$ cat config.mk
export PLATFORM = sky130hd
export DESIGN_NAME = zipdbg_top
export DESIGN_NICKNAME = d
export VERILOG_FILES = /design/src/logic/zipdbg_pkg.sv /design/src/logic/dbg_skid.sv /design/src/logic/dbg_write_port.sv /design/src/logic/dbg_read_port.sv /design/src/logic/cpu_run_ctrl.sv /design/src/logic/zipdbg_top.sv
export VERILOG_INCLUDE_DIRS = /design/src /design/src/logic
export SDC_FILE = /design/constraint.sdc
export NUM_CORES = 1
export LEC_CHECK = 0
export CAP_MARGIN = 10
export CORE_MARGIN = 2
export CORE_UTILIZATION = 56
export DETAILED_ROUTE_END_ITERATION = 10
export DONT_BUFFER_PORTS = 1
export HOLD_SLACK_MARGIN = 0.15
export PLACE_DENSITY = 0.74
export SYNTH_ARGS = -nofsm -noshare
export SYNTH_HDL_FRONTEND = slang
export SYNTH_SLANG_ARGS = --single-unit
$ cat constraint.sdc
create_clock -name S_AXI_ACLK -period 1.8 [get_ports S_AXI_ACLK]
set_input_delay 0.36 -clock S_AXI_ACLK [delete_from_list [all_inputs] [get_ports S_AXI_ACLK]]
set_output_delay 0.36 -clock S_AXI_ACLK [all_outputs]
set_load 0.02 [all_outputs]
$ cat src/logic/zipdbg_settings.svh
/*
 * Debug port widths, power-up reset hold and start mode
 * Control-word command bit positions and the control selector bit
 */
`ifndef ZIPDBG_SETTINGS_SVH
`define ZIPDBG_SETTINGS_SVH

// Debug bus byte address and data widths
`define DBG_ADDR_WIDTH 8
`define DBG_DATA_WIDTH 32

// Byte offset bits dropped to form the word address
`define DBG_WORD_LSB 2

// Cycles the CPU is held in reset after power-up
`define RESET_DURATION 10

// 1 halts on break, 0 resets on break
`define START_HALTED 0

// Control word command bits
`define RESET_BIT 6
`define STEP_BIT 8
`define HALT_BIT 10
`define CLEAR_CACHE_BIT 11

// Word address bit picking control word over CPU register
`define CTRL_SEL_BIT 5

`endif

$ cat src/logic/zipdbg_pkg.sv
/*
 * Types shared by the debug front end
 * Debug address and write items, control word union,
 * register-write, core state and status word layouts
 */
`include "zipdbg_settings.svh"

package dbg_pkg;

	// Word address after the byte offset is dropped
	typedef logic [`DBG_ADDR_WIDTH-`DBG_WORD_LSB-1:0] dbg_aw_t;

	// Write data item, strobes on top
	typedef struct packed {
		logic [`DBG_DATA_WIDTH/8-1:0] strb;
		logic [`DBG_DATA_WIDTH-1:0] data;
	} dbg_w_t;

	// Command fields of the control word
	// Clear cache sits right above halt
	typedef struct packed {
		logic [`DBG_DATA_WIDTH-`CLEAR_CACHE_BIT-2:0] rsvd_hi;
		logic clear_cache;
		logic halt;
		logic [`HALT_BIT-`STEP_BIT-2:0] rsvd_mid;
		logic step;
		logic [`STEP_BIT-`RESET_BIT-2:0] rsvd_low;
		logic reset;
		logic [`RESET_BIT-1:0] rsvd_lsb;
	} ctrl_cmd_t;

	// Same write word, register value or commands
	typedef union packed {
		logic [`DBG_DATA_WIDTH-1:0] raw;
		ctrl_cmd_t cmd;
	} dbg_wdata_u;

	// Register write toward the core
	typedef struct packed {
		logic we;
		logic [`CTRL_SEL_BIT-1:0] idx;
		logic [`DBG_DATA_WIDTH-1:0] data;
	} reg_write_t;

	// Debug-side state reported by the core
	typedef struct packed {
		logic stall;
		logic brk;
		logic [2:0] cc;
	} core_state_t;

	// Status word as read back by the debugger
	typedef struct packed {
		logic [14:0] zero_hi;
		logic interrupt_hi;
		logic zero_15;
		logic brk;
		logic [2:0] cc;
		logic halt;
		logic halted;
		logic zero_8;
		logic interrupt;
		logic reset;
		logic [5:0] zero_lo;
	} cpu_status_t;

	// Control word write, single-cycle strobe
	typedef struct packed {
		logic stb;
		dbg_wdata_u data;
		logic [`DBG_DATA_WIDTH/8-1:0] strb;
	} ctrl_write_t;

endpackage

$ cat src/logic/dbg_skid.sv
/*
 * One-entry valid/ready skid buffer, no output register
 */
`timescale 1ns/1ns

module dbg_skid #(
	parameter int DW = 8
) (
	input  logic S_AXI_ACLK,
	input  logic S_AXI_ARESETN,
	input  logic i_valid,
	output logic o_ready,
	input  logic [DW-1:0] i_data,
	output logic o_valid,
	input  logic i_ready,
	output logic [DW-1:0] o_data
);

	// Item caught while downstream stalled
	logic r_valid;
	logic [DW-1:0] r_data;

	// Catch on an upstream transfer that is not taken downstream
	always_ff @(posedge S_AXI_ACLK)
	begin
		if (!S_AXI_ARESETN)
			r_valid <= 1'b0;
		else if (i_valid && o_ready && !i_ready)
			r_valid <= 1'b1;
		else if (i_ready)
			r_valid <= 1'b0;
	end

	// Payload only moves while the slot is free
	always_ff @(posedge S_AXI_ACLK)
	begin
		if (o_ready)
			r_data <= i_data;
	end

	// Upstream waits while an item is held
	assign o_ready = !r_valid;

	// Held item leaves before new data
	assign o_valid = i_valid || r_valid;
	assign o_data = r_valid ? r_data : i_data;

endmodule

$ cat src/logic/dbg_write_port.sv
/*
 * Debug write channel handling
 * AW/W join, register-write capture toward the core,
 * control-word strobe and B response
 */
`timescale 1ns/1ns
`include "zipdbg_settings.svh"

module dbg_write_port (
	input  logic S_AXI_ACLK,
	input  logic S_AXI_ARESETN,
	input  logic i_aw_valid,
	output logic o_aw_ready,
	input  dbg_pkg::dbg_aw_t i_aw,
	input  logic i_w_valid,
	output logic o_w_ready,
	input  dbg_pkg::dbg_w_t i_w,
	output logic o_bvalid,
	input  logic i_bready,
	output logic [1:0] o_bresp,
	input  dbg_pkg::core_state_t i_core,
	output dbg_pkg::reg_write_t o_reg_write,
	output dbg_pkg::ctrl_write_t o_ctrl_write
);

	logic ctrl_sel;
	logic accept;
	logic write_stall;
	logic reg_we;
	logic [`CTRL_SEL_BIT-1:0] reg_idx;
	logic [`DBG_DATA_WIDTH-1:0] reg_data;

	//////////////////////////////////////////////////////////////////////
	// Acceptance
	//////////////////////////////////////////////////////////////////////

	// Selector bit set means control word
	assign ctrl_sel = i_aw[`CTRL_SEL_BIT];

	// Core still busy with the last register write
	assign write_stall = reg_we && i_core.stall;

	// Needs both items and a free B slot
	// Only register writes wait on the core
	assign accept = i_aw_valid && i_w_valid
		&& ((i_w.strb == '0) || ctrl_sel || !write_stall)
		&& (!o_bvalid || i_bready);

	// AW and W leave together
	assign o_aw_ready = accept;
	assign o_w_ready = accept;

	//////////////////////////////////////////////////////////////////////
	// Register write toward the core
	//////////////////////////////////////////////////////////////////////

	// Strobe holds while the core stalls
	always_ff @(posedge S_AXI_ACLK)
	begin
		if (!S_AXI_ARESETN)
			reg_we <= 1'b0;
		else if (!write_stall)
			reg_we <= accept && (|i_w.strb) && !ctrl_sel;
	end

	// Index and value frozen under the same stall
	always_ff @(posedge S_AXI_ACLK)
	begin
		if (!write_stall)
		begin
			reg_idx <= i_aw[`CTRL_SEL_BIT-1:0];
			reg_data <= i_w.data;
		end
	end

	assign o_reg_write = '{we: reg_we, idx: reg_idx, data: reg_data};

	// Control word goes out in the acceptance cycle
	always_comb
	begin
		o_ctrl_write.stb = accept && ctrl_sel;
		o_ctrl_write.data.raw = i_w.data;
		o_ctrl_write.strb = i_w.strb;
	end

	//////////////////////////////////////////////////////////////////////
	// B channel
	//////////////////////////////////////////////////////////////////////

	always_ff @(posedge S_AXI_ACLK)
	begin
		if (!S_AXI_ARESETN)
			o_bvalid <= 1'b0;
		else if (accept)
			o_bvalid <= 1'b1;
		else if (i_bready)
			o_bvalid <= 1'b0;
	end

	// Always OKAY
	assign o_bresp = 2'b00;

endmodule

$ cat src/logic/dbg_read_port.sv
/*
 * Debug read channel handling
 * AR acceptance, register index to the core,
 * status or register data on the R channel
 */
`timescale 1ns/1ns
`include "zipdbg_settings.svh"

module dbg_read_port (
	input  logic S_AXI_ACLK,
	input  logic S_AXI_ARESETN,
	input  logic i_ar_valid,
	output logic o_ar_ready,
	input  dbg_pkg::dbg_aw_t i_ar,
	output logic o_rvalid,
	input  logic i_rready,
	output logic [`DBG_DATA_WIDTH-1:0] o_rdata,
	output logic [1:0] o_rresp,
	output logic [`CTRL_SEL_BIT-1:0] o_dbg_rreg,
	input  logic [`DBG_DATA_WIDTH-1:0] i_dbg_rdata,
	input  dbg_pkg::cpu_status_t i_status
);

	logic ctrl_sel;
	logic accept;
	// Register read waiting on core data
	logic read_pending;

	assign ctrl_sel = i_ar[`CTRL_SEL_BIT];

	// One register read at a time, R slot must be free
	assign accept = i_ar_valid && !read_pending
		&& (!o_rvalid || i_rready);

	assign o_ar_ready = accept;

	// Index goes to the core straight away
	// Core answers on the next edge
	assign o_dbg_rreg = i_ar[`CTRL_SEL_BIT-1:0];

	always_ff @(posedge S_AXI_ACLK)
	begin
		if (!S_AXI_ARESETN)
			read_pending <= 1'b0;
		else
			read_pending <= accept && !ctrl_sel;
	end

	//////////////////////////////////////////////////////////////////////
	// R channel
	//////////////////////////////////////////////////////////////////////

	// Status one cycle after accept, register data two cycles after
	always_ff @(posedge S_AXI_ACLK)
	begin
		if (!S_AXI_ARESETN)
			o_rvalid <= 1'b0;
		else if (!o_rvalid || i_rready)
			o_rvalid <= (accept && ctrl_sel) || read_pending;
	end

	// Data holds under back-pressure
	always_ff @(posedge S_AXI_ACLK)
	begin
		if (!o_rvalid || i_rready)
		begin
			if (read_pending)
				o_rdata <= i_dbg_rdata;
			else
				o_rdata <= i_status;
		end
	end

	assign o_rresp = 2'b00;

endmodule

$ cat src/logic/cpu_run_ctrl.sv
/*
 * CPU run control
 * Power-up reset hold, reset/halt/step/clear-cache commands,
 * status word assembly
 */
`timescale 1ns/1ns
`include "zipdbg_settings.svh"

module cpu_run_ctrl (
	input  logic S_AXI_ACLK,
	input  logic S_AXI_ARESETN,
	input  logic i_cpu_reset,
	input  logic i_interrupt,
	input  dbg_pkg::ctrl_write_t i_ctrl_write,
	input  dbg_pkg::reg_write_t i_reg_write,
	input  dbg_pkg::core_state_t i_core,
	output logic o_cpu_reset,
	output logic o_cpu_halt,
	output logic o_cpu_clear_cache,
	output dbg_pkg::cpu_status_t o_status
);

	localparam int CW = $clog2(`RESET_DURATION + 1);
	localparam logic [CW-1:0] HOLD_INIT = CW'(`RESET_DURATION);
	localparam logic START_HALT = (`START_HALTED != 0);

	logic [CW-1:0] reset_counter;
	logic reset_hold;
	logic cmd_reset;
	logic cmd_halt;
	logic cmd_step;
	logic cmd_clear_cache;
	// Qualified command writes
	logic wr_reset;
	logic wr_run;
	dbg_pkg::ctrl_cmd_t cmd;

	assign cmd = i_ctrl_write.data.cmd;

	// Reset needs strobe 0, the run commands strobe 1
	assign wr_reset = i_ctrl_write.stb && i_ctrl_write.strb[0];
	assign wr_run = i_ctrl_write.stb && i_ctrl_write.strb[1];

	//////////////////////////////////////////////////////////////////////
	// Power-up reset hold
	//////////////////////////////////////////////////////////////////////

	always_ff @(posedge S_AXI_ACLK)
	begin
		if (!S_AXI_ARESETN || i_cpu_reset)
			reset_counter <= HOLD_INIT;
		else if (reset_counter != '0)
			reset_counter <= reset_counter - 1'b1;
	end

	// High while the counter runs
	always_ff @(posedge S_AXI_ACLK)
	begin
		if (!S_AXI_ARESETN || i_cpu_reset)
			reset_hold <= 1'b1;
		else
			reset_hold <= (reset_counter > CW'(1));
	end

	//////////////////////////////////////////////////////////////////////
	// Command registers
	//////////////////////////////////////////////////////////////////////

	// Break resets the CPU unless it starts halted
	always_ff @(posedge S_AXI_ACLK)
	begin
		if (!S_AXI_ARESETN || i_cpu_reset)
			cmd_reset <= 1'b1;
		else if (reset_hold)
			cmd_reset <= 1'b1;
		else if (i_core.brk && !START_HALT)
			cmd_reset <= 1'b1;
		else
			cmd_reset <= wr_reset && cmd.reset;
	end

	// Later checks win over the release above them
	always_ff @(posedge S_AXI_ACLK)
	begin
		if (!S_AXI_ARESETN)
			cmd_halt <= START_HALT;
		else if (i_cpu_reset && !i_ctrl_write.stb && !i_reg_write.we)
			cmd_halt <= START_HALT;
		else if (cmd_reset && START_HALT)
			cmd_halt <= START_HALT;
		else
		begin
			// Release only with no register write in flight
			if (!i_reg_write.we && !i_core.stall && wr_run
					&& (!cmd.halt || cmd.step))
				cmd_halt <= 1'b0;

			// Halt-on-break CPUs stop here
			if (i_core.brk && START_HALT)
				cmd_halt <= 1'b1;

			// Explicit halt, ignored with step
			if (wr_run && cmd.halt && !cmd.step)
				cmd_halt <= 1'b1;

			// Register writes need a stopped CPU
			if (i_reg_write.we)
				cmd_halt <= 1'b1;

			// Stop again after a single step
			if (cmd_step)
				cmd_halt <= 1'b1;

			// Clear cache pending or requested
			if (cmd_clear_cache)
				cmd_halt <= 1'b1;
			if (wr_run && cmd.clear_cache)
				cmd_halt <= 1'b1;
		end
	end

	// Cleared once the halted core stops stalling
	always_ff @(posedge S_AXI_ACLK)
	begin
		if (!S_AXI_ARESETN || cmd_reset)
			cmd_clear_cache <= 1'b0;
		else if (wr_run && cmd.clear_cache && cmd.halt)
			cmd_clear_cache <= 1'b1;
		else if (cmd_halt && !i_core.stall)
			cmd_clear_cache <= 1'b0;
	end

	always_ff @(posedge S_AXI_ACLK)
	begin
		if (!S_AXI_ARESETN || i_cpu_reset)
			cmd_step <= 1'b0;
		else if (wr_run && cmd.step)
			cmd_step <= 1'b1;
		else if (!i_core.stall)
			cmd_step <= 1'b0;
	end

	assign o_cpu_reset = cmd_reset;
	assign o_cpu_halt = cmd_halt;
	assign o_cpu_clear_cache = cmd_clear_cache;

	// Status word, unused bits zero
	always_comb
	begin
		o_status = '0;
		o_status.interrupt_hi = i_interrupt;
		o_status.brk = i_core.brk;
		o_status.cc = i_core.cc;
		o_status.halt = cmd_halt;
		o_status.halted = !i_core.stall;
		o_status.interrupt = i_interrupt;
		o_status.reset = cmd_reset;
	end

endmodule

$ cat src/logic/zipdbg_top.sv
/*
 * Debug front end top level
 * AXI-lite debug slave, skid buffers, write and read ports, run control
 */
`timescale 1ns/1ns
`include "zipdbg_settings.svh"

module zipdbg_top (
	input  logic S_AXI_ACLK,
	input  logic S_AXI_ARESETN,
	// Debug write address
	input  logic S_DBG_AWVALID,
	output logic S_DBG_AWREADY,
	input  logic [`DBG_ADDR_WIDTH-1:0] S_DBG_AWADDR,
	input  logic [2:0] S_DBG_AWPROT,
	// Debug write data
	input  logic S_DBG_WVALID,
	output logic S_DBG_WREADY,
	input  logic [`DBG_DATA_WIDTH-1:0] S_DBG_WDATA,
	input  logic [`DBG_DATA_WIDTH/8-1:0] S_DBG_WSTRB,
	// Debug write response
	output logic S_DBG_BVALID,
	input  logic S_DBG_BREADY,
	output logic [1:0] S_DBG_BRESP,
	// Debug read address
	input  logic S_DBG_ARVALID,
	output logic S_DBG_ARREADY,
	input  logic [`DBG_ADDR_WIDTH-1:0] S_DBG_ARADDR,
	input  logic [2:0] S_DBG_ARPROT,
	// Debug read data
	output logic S_DBG_RVALID,
	input  logic S_DBG_RREADY,
	output logic [`DBG_DATA_WIDTH-1:0] S_DBG_RDATA,
	output logic [1:0] S_DBG_RRESP,
	// CPU side
	input  logic i_interrupt,
	input  logic i_cpu_reset,
	output logic o_cpu_reset,
	output logic o_cpu_halt,
	output logic o_cpu_clear_cache,
	output dbg_pkg::reg_write_t o_reg_write,
	output logic [`CTRL_SEL_BIT-1:0] o_dbg_rreg,
	input  logic [`DBG_DATA_WIDTH-1:0] i_dbg_rdata,
	input  dbg_pkg::core_state_t i_core
);

	localparam int AW_DW = $bits(dbg_pkg::dbg_aw_t);
	localparam int W_DW = $bits(dbg_pkg::dbg_w_t);

	logic aw_valid, aw_ready, w_valid, w_ready, ar_valid, ar_ready;
	dbg_pkg::dbg_aw_t aw_item;
	dbg_pkg::dbg_aw_t ar_item;
	dbg_pkg::dbg_w_t w_item;
	dbg_pkg::ctrl_write_t ctrl_write;
	dbg_pkg::cpu_status_t status;

	//////////////////////////////////////////////////////////////////////
	// Channel skid buffers, byte offset dropped
	//////////////////////////////////////////////////////////////////////

	dbg_skid #(.DW(AW_DW)) aw_skid_i (
		.S_AXI_ACLK(S_AXI_ACLK), .S_AXI_ARESETN(S_AXI_ARESETN),
		.i_valid(S_DBG_AWVALID), .o_ready(S_DBG_AWREADY),
		.i_data(S_DBG_AWADDR[`DBG_ADDR_WIDTH-1:`DBG_WORD_LSB]),
		.o_valid(aw_valid), .i_ready(aw_ready), .o_data(aw_item)
	);

	dbg_skid #(.DW(W_DW)) w_skid_i (
		.S_AXI_ACLK(S_AXI_ACLK), .S_AXI_ARESETN(S_AXI_ARESETN),
		.i_valid(S_DBG_WVALID), .o_ready(S_DBG_WREADY),
		.i_data({S_DBG_WSTRB, S_DBG_WDATA}),
		.o_valid(w_valid), .i_ready(w_ready), .o_data(w_item)
	);

	dbg_skid #(.DW(AW_DW)) ar_skid_i (
		.S_AXI_ACLK(S_AXI_ACLK), .S_AXI_ARESETN(S_AXI_ARESETN),
		.i_valid(S_DBG_ARVALID), .o_ready(S_DBG_ARREADY),
		.i_data(S_DBG_ARADDR[`DBG_ADDR_WIDTH-1:`DBG_WORD_LSB]),
		.o_valid(ar_valid), .i_ready(ar_ready), .o_data(ar_item)
	);

	// Write and read ports side by side
	dbg_write_port write_port_i (
		.S_AXI_ACLK(S_AXI_ACLK), .S_AXI_ARESETN(S_AXI_ARESETN),
		.i_aw_valid(aw_valid), .o_aw_ready(aw_ready), .i_aw(aw_item),
		.i_w_valid(w_valid), .o_w_ready(w_ready), .i_w(w_item),
		.o_bvalid(S_DBG_BVALID), .i_bready(S_DBG_BREADY), .o_bresp(S_DBG_BRESP),
		.i_core(i_core),
		.o_reg_write(o_reg_write),
		.o_ctrl_write(ctrl_write)
	);

	dbg_read_port read_port_i (
		.S_AXI_ACLK(S_AXI_ACLK), .S_AXI_ARESETN(S_AXI_ARESETN),
		.i_ar_valid(ar_valid), .o_ar_ready(ar_ready), .i_ar(ar_item),
		.o_rvalid(S_DBG_RVALID), .i_rready(S_DBG_RREADY),
		.o_rdata(S_DBG_RDATA), .o_rresp(S_DBG_RRESP),
		.o_dbg_rreg(o_dbg_rreg),
		.i_dbg_rdata(i_dbg_rdata),
		.i_status(status)
	);

	// Run control sees both write kinds and the core state
	cpu_run_ctrl run_ctrl_i (
		.S_AXI_ACLK(S_AXI_ACLK), .S_AXI_ARESETN(S_AXI_ARESETN),
		.i_cpu_reset(i_cpu_reset),
		.i_interrupt(i_interrupt),
		.i_ctrl_write(ctrl_write),
		.i_reg_write(o_reg_write),
		.i_core(i_core),
		.o_cpu_reset(o_cpu_reset),
		.o_cpu_halt(o_cpu_halt),
		.o_cpu_clear_cache(o_cpu_clear_cache),
		.o_status(status)
	);

endmodule

==> impl_metrics.yaml, run 1 <==
power_and_ir_drop:
  power_mw: 7.824
  powerDensity_nw_per_um2: 1230
  irDropWorstVdd_mv: 0.7863
  leakagePower_nw: 2.503
clock_network:
  htreeDepth: 4
  root_buffer: "clkbuf_8"
  clock_sinks: 133
  cts_tree: "done"
  clk_transition_reported_paths_ps: 60
  clock_path_buffers: 2
  cts_buffers: 17
  postCtsSetupBuffers: 0
  insertion_delay_ps: 520
placed_design:
  place.gp.congestion: 0.7084
  hpwl_um: 6115
  port_buffers: 0
sta:
  final.min_clock_period_ps: 1741
  setup-tns-final_ps: 0
  slew_viol_final: 0
  fmax_ghz: 0.5745
  skew_ps: 10.54
  setup_violations: 0
  rsz0062_at_grt: "false"
  hold_viol: 0
  min_period_over_period_pct: 96.70
floorplan:
  core_area_sq_um: 8175
  die_y_um: 95.73
  initial_core_util_pct: 57.64
  io_pins: 191
  dieWidth_um: 95.73
  rows: 33
  die-area_sq_um: 9164
global_routing:
  antenna_found_initial: 0
  grt_max_degree: 25
  grt_pass1_wl_um: 14840
  grt_pass1_vias: 2919
  track_usage_pct: 22.62
  grt_overflow: 0
synth:
  synth_edf_count: 69
  yosysSeqAreaShare_pct: 71.16
  synth_area_sq_um: 4712
  synth_ff_type: "edfxtp_1"
  postSynthAreaPerCell_sq_um: 15.25
  yosysWarningCount: 0
  synthDistinctLibCells: 41
  synthArstFlopShare_pct: 0
  syn_inst: 309
  ys_seq_elements: 133
layout:
  n_antenna_cell: 0
  multi_input_area_sq_um: 1206
  regArea_sq_um: 3357
  nNetsFinal: 520
  synthToLayoutAreaGrowth_pct: 34.97
  num-fill-cells: 470
  drive_gt1_share_pct: 24.41
run_status:
  status: "finished clean"
critical_path:
  worstPathCellList: "buf_12 -> inv_2 -> buf_4"
  cp_slowest_cell: "dfxtp_2"
  crit_type: "register to output pin"
  crit_path_max_incr_delay_ps: 470
  crit_path_max_fanout: 16
  reg2reg_slack_ps: 140
  start_kind: "register"
  endpoint_kind: "output pin"
  arrival_ps: 1380
  worstSetupStartpoint: "w_skid_i.r_valid$_SDFFE_PN0P_"
  reg2reg_from: "w_skid_i.r_valid$_SDFFE_PN0P_"
  critPathRequiredTime_ps: 1440
hold_path:
  hold_class: "input pin to register"
  min-delay-start: "S_DBG_BREADY"
route:
  drtPass1Iterations: 4
  routed_via_density: 5.296
  drtAntennaViolNets: 0
  drt_iter0_drc: 119
  num_vias: 2812
  wirelength_um: 10440
  wl_per_cell_um: 19.66
  drcViolationCount: 0
flow_run:
  maxCapViolations: 0
where the power goes:
group	total, mW	switching [mW]	leakage [nW]	internal (mW)
sequential	3.86	0.343	1.29	3.52
combinational	0.578	0.244	0.922	0.334
clock	3.38	1.26	0.293	2.13
total	7.82	1.84	2.50	5.98
synthesized netlist by cell type, types with 2 or more instances:
cell type	count	area share (%)
a21boi_0	2	0.32
a21oi_1	2	0.21
and2_1	23	3.1
buf_2	4	0.42
buf_4	10	1.6
buf_6	2	0.48
clkbuf_1	5	0.40
dfxtp_1	64	27
edfxtp_1	69	44
ha_1	3	0.80
inv_1	7	0.56
mux2_2	51	12
mux2_4	2	0.64
nand2_1	11	0.88
nand2b_1	5	0.66
nor2_1	10	0.80
nor2b_1	3	0.40
nor3_1	4	0.42
nor3b_1	3	0.48
o21ai_0	7	0.74
or3_1	2	0.27
cells by family after synthesis:
| group | share of synthesized area, % |
|---|---|
| other cells | 0.07958 |
| buf+inv | 3.532 |
| fa+ha+maj | 0.7967 |
| simple gates | 8.205 |
| xor+xnor | 0.1859 |
| mux | 12.83 |
| flops | 71.16 |
| compound gates | 3.213 |
repair_timing:
action	CTS	global route
gates cloned	1	0
hold endpoints to repair	130	0
hold buffers	92	0
endpoints found under the setup margin	6	2
gates resized for setup	1	1
area by class of cell:
type	count	area share (%)
tap	105	2.066
sequential	133	52.78
clock inverter	11	1.948
multi-input combinational	150	18.97
timing repair buffer	103	16.37
inverter	8	0.4722
clock buffer	21	7.397
registers in the layout, indices dropped and copies added, names as in the netlist, 4 cells and up:
name	cells
w_skid_i.r_data	36
read_port_i.o_rdata	32
write_port_i.reg_data	32
ar_skid_i.r_data	6
aw_skid_i.r_data	6
write_port_i.reg_idx	5
run_ctrl_i.reset_counter	4
worst paths after layout:
path / endpoint / cells after the start
worst max register to register: run_ctrl_i.o_cpu_halt$_SDFFE_PP0P_ / 3
worst min register to register: run_ctrl_i.o_cpu_reset$_SDFF_PP1_ / 2
worst max-delay path: S_DBG_WREADY / 3
worst min-delay path: write_port_i.o_bvalid$_SDFFE_PN0P_ / 2
critical path: cells and delay by family (launching register included):
kind                   cells  cell delay (ps)
buffers and inverters      3              400
DFF                        1              470
through the flow:
stage,instances,cell area (sq um),util [%],worst slack (ps),hold WS (ps)
final,531,6360,77.79,59.43,176.0
after global routing,531,6360,77.79,12.25,167.3
after CTS,531,6359,77.78,32.95,155.8
after detailed placement,406,4810,58.83,189.2,406.1
after global placement,406,4810,58.83,242.8,400.1
after floorplan,312,4723,-,83.91,392.4
layout by cell type, fill, tap and decap left out, drive strengths merged, types with 2 or more instances in the layout:
master	count
and2	23
mux2	53
edfxtp	69
nand2b	5
bufinv	2
inv	9
nor2	10
nor3	4
ha	3
nor2b	3
dlygate4sd3	92
dfxtp	64
a21boi	3
buf	10
a21oi	2
o21ai	7
nor3b	3
a211o	2
conb	4
or3	2
nand2	11
clkinv	7
clkbuf	21
metal layers:
metal  track usage (%)  up-vias  part of all wire [%]
met3             8.379       25                   6.1
met4             11.43        0                   2.4
met2             40.62      104                    56
li1                  -     1302                     -
met5                 0        -                     0
met1             22.89     1381                    36
Power figures use the tool's default switching activity.
==> run 2: changes to the inputs <==
- CORE_UTILIZATION: 56 -> 57
- PLACE_DENSITY: 0.74 -> 0.75
- SYNTH_HIERARCHICAL: unset -> 1
==> impl_metrics.yaml, run 2 <==
placed_design:
  hpwl_um: 5773
  place_area_sq_um: 5197
  place.gp.congestion: 0.6845
  place_inst: 426
  port_buffers: 0
critical_path:
  worstPathCellList: "buf_12 -> mux2_4 -> dlygate4sd3_1"
  crit_end: "read_port_i/o_rdata[11]$_DFFE_PP_"
  reg2reg_from: "read_port_i/read_pending$_SDFF_PN0_"
  cp_top_family: "buffers and inverters"
  reg2reg_depth: 3
  worstSetupStartpoint: "read_port_i/read_pending$_SDFF_PN0_"
  critPathRequiredTime_ps: 2050
  crit_path_max_fanout: 35
  crit_buf_inv: 2
  start_kind: "register"
  crit_type: "register to register"
  crit_cells: 3
  endpoint_kind: "register"
  reg2reg_slack_ps: 70
  arrival_ps: 1980
  reg2reg_to: "read_port_i/o_rdata[11]$_DFFE_PP_"
  crit_path_max_incr_delay_ps: 550
  cp_slowest_cell: "dlygate4sd3_1"
layout:
  final_cell_mix: "dlygate4sd3_1, edfxtp_1, dfxtp_1, mux2_4, mux2_2"
  post-route-util_pct: 73.10
  final_common_cell: "dlygate4sd3_1"
  final_cell_area_sq_um: 6723
  nNetsFinal: 533
  synthToLayoutAreaGrowth_pct: 25.33
  largest_reg_flops: 36
  regMostFlops: "w_skid_i/r_data"
  instances_no_fill: 552
  drive_gt1_share_pct: 29.55
  largestRegisters: "w_skid_i/r_data (36), read_port_i/o_rdata (32), write_port_i/reg_data (32)"
sta:
  final.min_clock_period_ps: 1727
  slew_viol_final: 0
  setup-tns-final_ps: 0
  rsz0062_at_grt: "false"
  fmax_ghz: 0.5790
  min_period_over_period_pct: 95.95
  hold_viol: 0
  skew_ps: 7.299
  setup_violations: 0
power_and_ir_drop:
  leakagePower_nw: 2.678
  clockPowerShare_pct: 41.5
  sw_frac_of_total_pct: 24.52
  pwr-share-comb_pct: 9.1
  p_int_mw: 5.984
  irDropWorstVdd_mv: 0.6898
  powerDensity_nw_per_um2: 1179
  switchingPower_mw: 1.944
  power_mw: 7.928
  sequentialPowerShare_pct: 49.4
floorplan:
  core_area_sq_um: 9196
  die_y_um: 101.0
  io_pins: 191
  initial_core_util_pct: 58.33
  rows: 35
  die-area_sq_um: 10200
  dieWidth_um: 101.0
route:
  drcViolationCount: 0
  wl_per_cell_um: 17.33
  drtAntennaViolNets: 0
  wirelength_um: 9566
  drtPass1Iterations: 4
  num_vias: 2780
  drt_iter0_drc: 86
  routed_via_density: 5.036
hold_path:
  hold_class: "input pin to register"
clock_network:
  clock_sinks: 133
  clock_path_buffers: 2
  root_buffer: "clkbuf_8"
  cts_buffers: 17
  htreeDepth: 4
  cts_tree: "done"
  insertion_delay_ps: 500
  clk_transition_reported_paths_ps: 60
synth:
  yosysWarningCount: 6
  syn_inst: 340
  postSynthAreaPerCell_sq_um: 15.78
  synth_area_sq_um: 5364
global_routing:
  grt_overflow: 0
  grt_pass1_vias: 2880
  grt_pass1_wl_um: 14660
  track_usage_pct: 19.21
  grt_max_degree: 36
  antenna_found_initial: 1
flow_run:
  maxCapViolations: 0
run_status:
  status: "finished clean"
## run 2: cell types whose count changed in the layout (fill, tap and decap cells not counted), moves of 3 or more
cell,before,now
mux2_4,2,46
mux2_2,51,34
o21ai_0,7,3
nor2_1,10,3
and3b_1,0,3
conb_1,4,27
nand2_1,10,3
clkinv_4,4,1
and2_1,23,2
inv_6,0,5
## run 2: layer usage
layer	wire, um	part of all wire, %	GRT usage [%]	vias up
met1	3632	38	20.93	1355
met5	0	0	0	-
li1	-	-	-	1314
met4	56	0.59	5.509	0
met3	607	6.3	7.975	4
met2	5270	55	34.26	107
## run 2: through the flow
stage               hold WS [ps]  worst slack [ps]
floorplan                  407.7             40.69
global placement           420.2             122.6
detailed placement         419.0             97.72
CTS                        161.3             19.25
global route               171.8             8.072
finish                     179.1             72.85
## run 2: area by class of cell
type                    count  area [sq um]
flip-flops and latches    133          3359
clock buffers              19         421.7
inverters                   9         33.78
diodes                      1         2.502
clock inverters            13         147.6
well taps                 111         138.9
fillers                   612          2474
multi-input cells         164          1595
repair buffers            102          1023
## run 2: power groups by stage
| stage | logic (mW) | registers [mW] | clock network, mW |
|---|---|---|---|
| floorplan | 0.581 | 3.92 | 0 |
| CTS | 0.711 | 3.91 | 3.34 |
| global placement | 0.515 | 3.97 | 0 |
| global route | 0.784 | 3.95 | 3.46 |
| finish | 0.725 | 3.92 | 3.29 |
| detailed placement | 0.535 | 3.98 | 0 |
## run 2: repair_timing
| action | CTS | global route |
|---|---|---|
| hold buffers | 93 | 0 |
| hold endpoints to repair | 132 | 0 |
| setup buffers | 0 | 0 |
| resized for setup | 1 | 4 |
| endpoints found under the setup margin | 5 | 6 |
## run 2: worst min-delay path by stage
stage                                          start                                end  slack (ps)  depth (start not counted)
global placement    run_ctrl_i/reset_hold$_SDFF_PP1_  run_ctrl_i/o_cpu_reset$_SDFF_PP1_         420                          2
CTS                                     S_DBG_WVALID      w_skid_i/r_valid$_SDFFE_PN0P_         160                          2
finish                                  S_DBG_WVALID      w_skid_i/r_valid$_SDFFE_PN0P_         180                          2
detailed placement  run_ctrl_i/reset_hold$_SDFF_PP1_  run_ctrl_i/o_cpu_reset$_SDFF_PP1_         420                          2
floorplan           run_ctrl_i/reset_hold$_SDFF_PP1_  run_ctrl_i/o_cpu_reset$_SDFF_PP1_         410                          2
global route                            S_DBG_WVALID      w_skid_i/r_valid$_SDFFE_PN0P_         170                          2
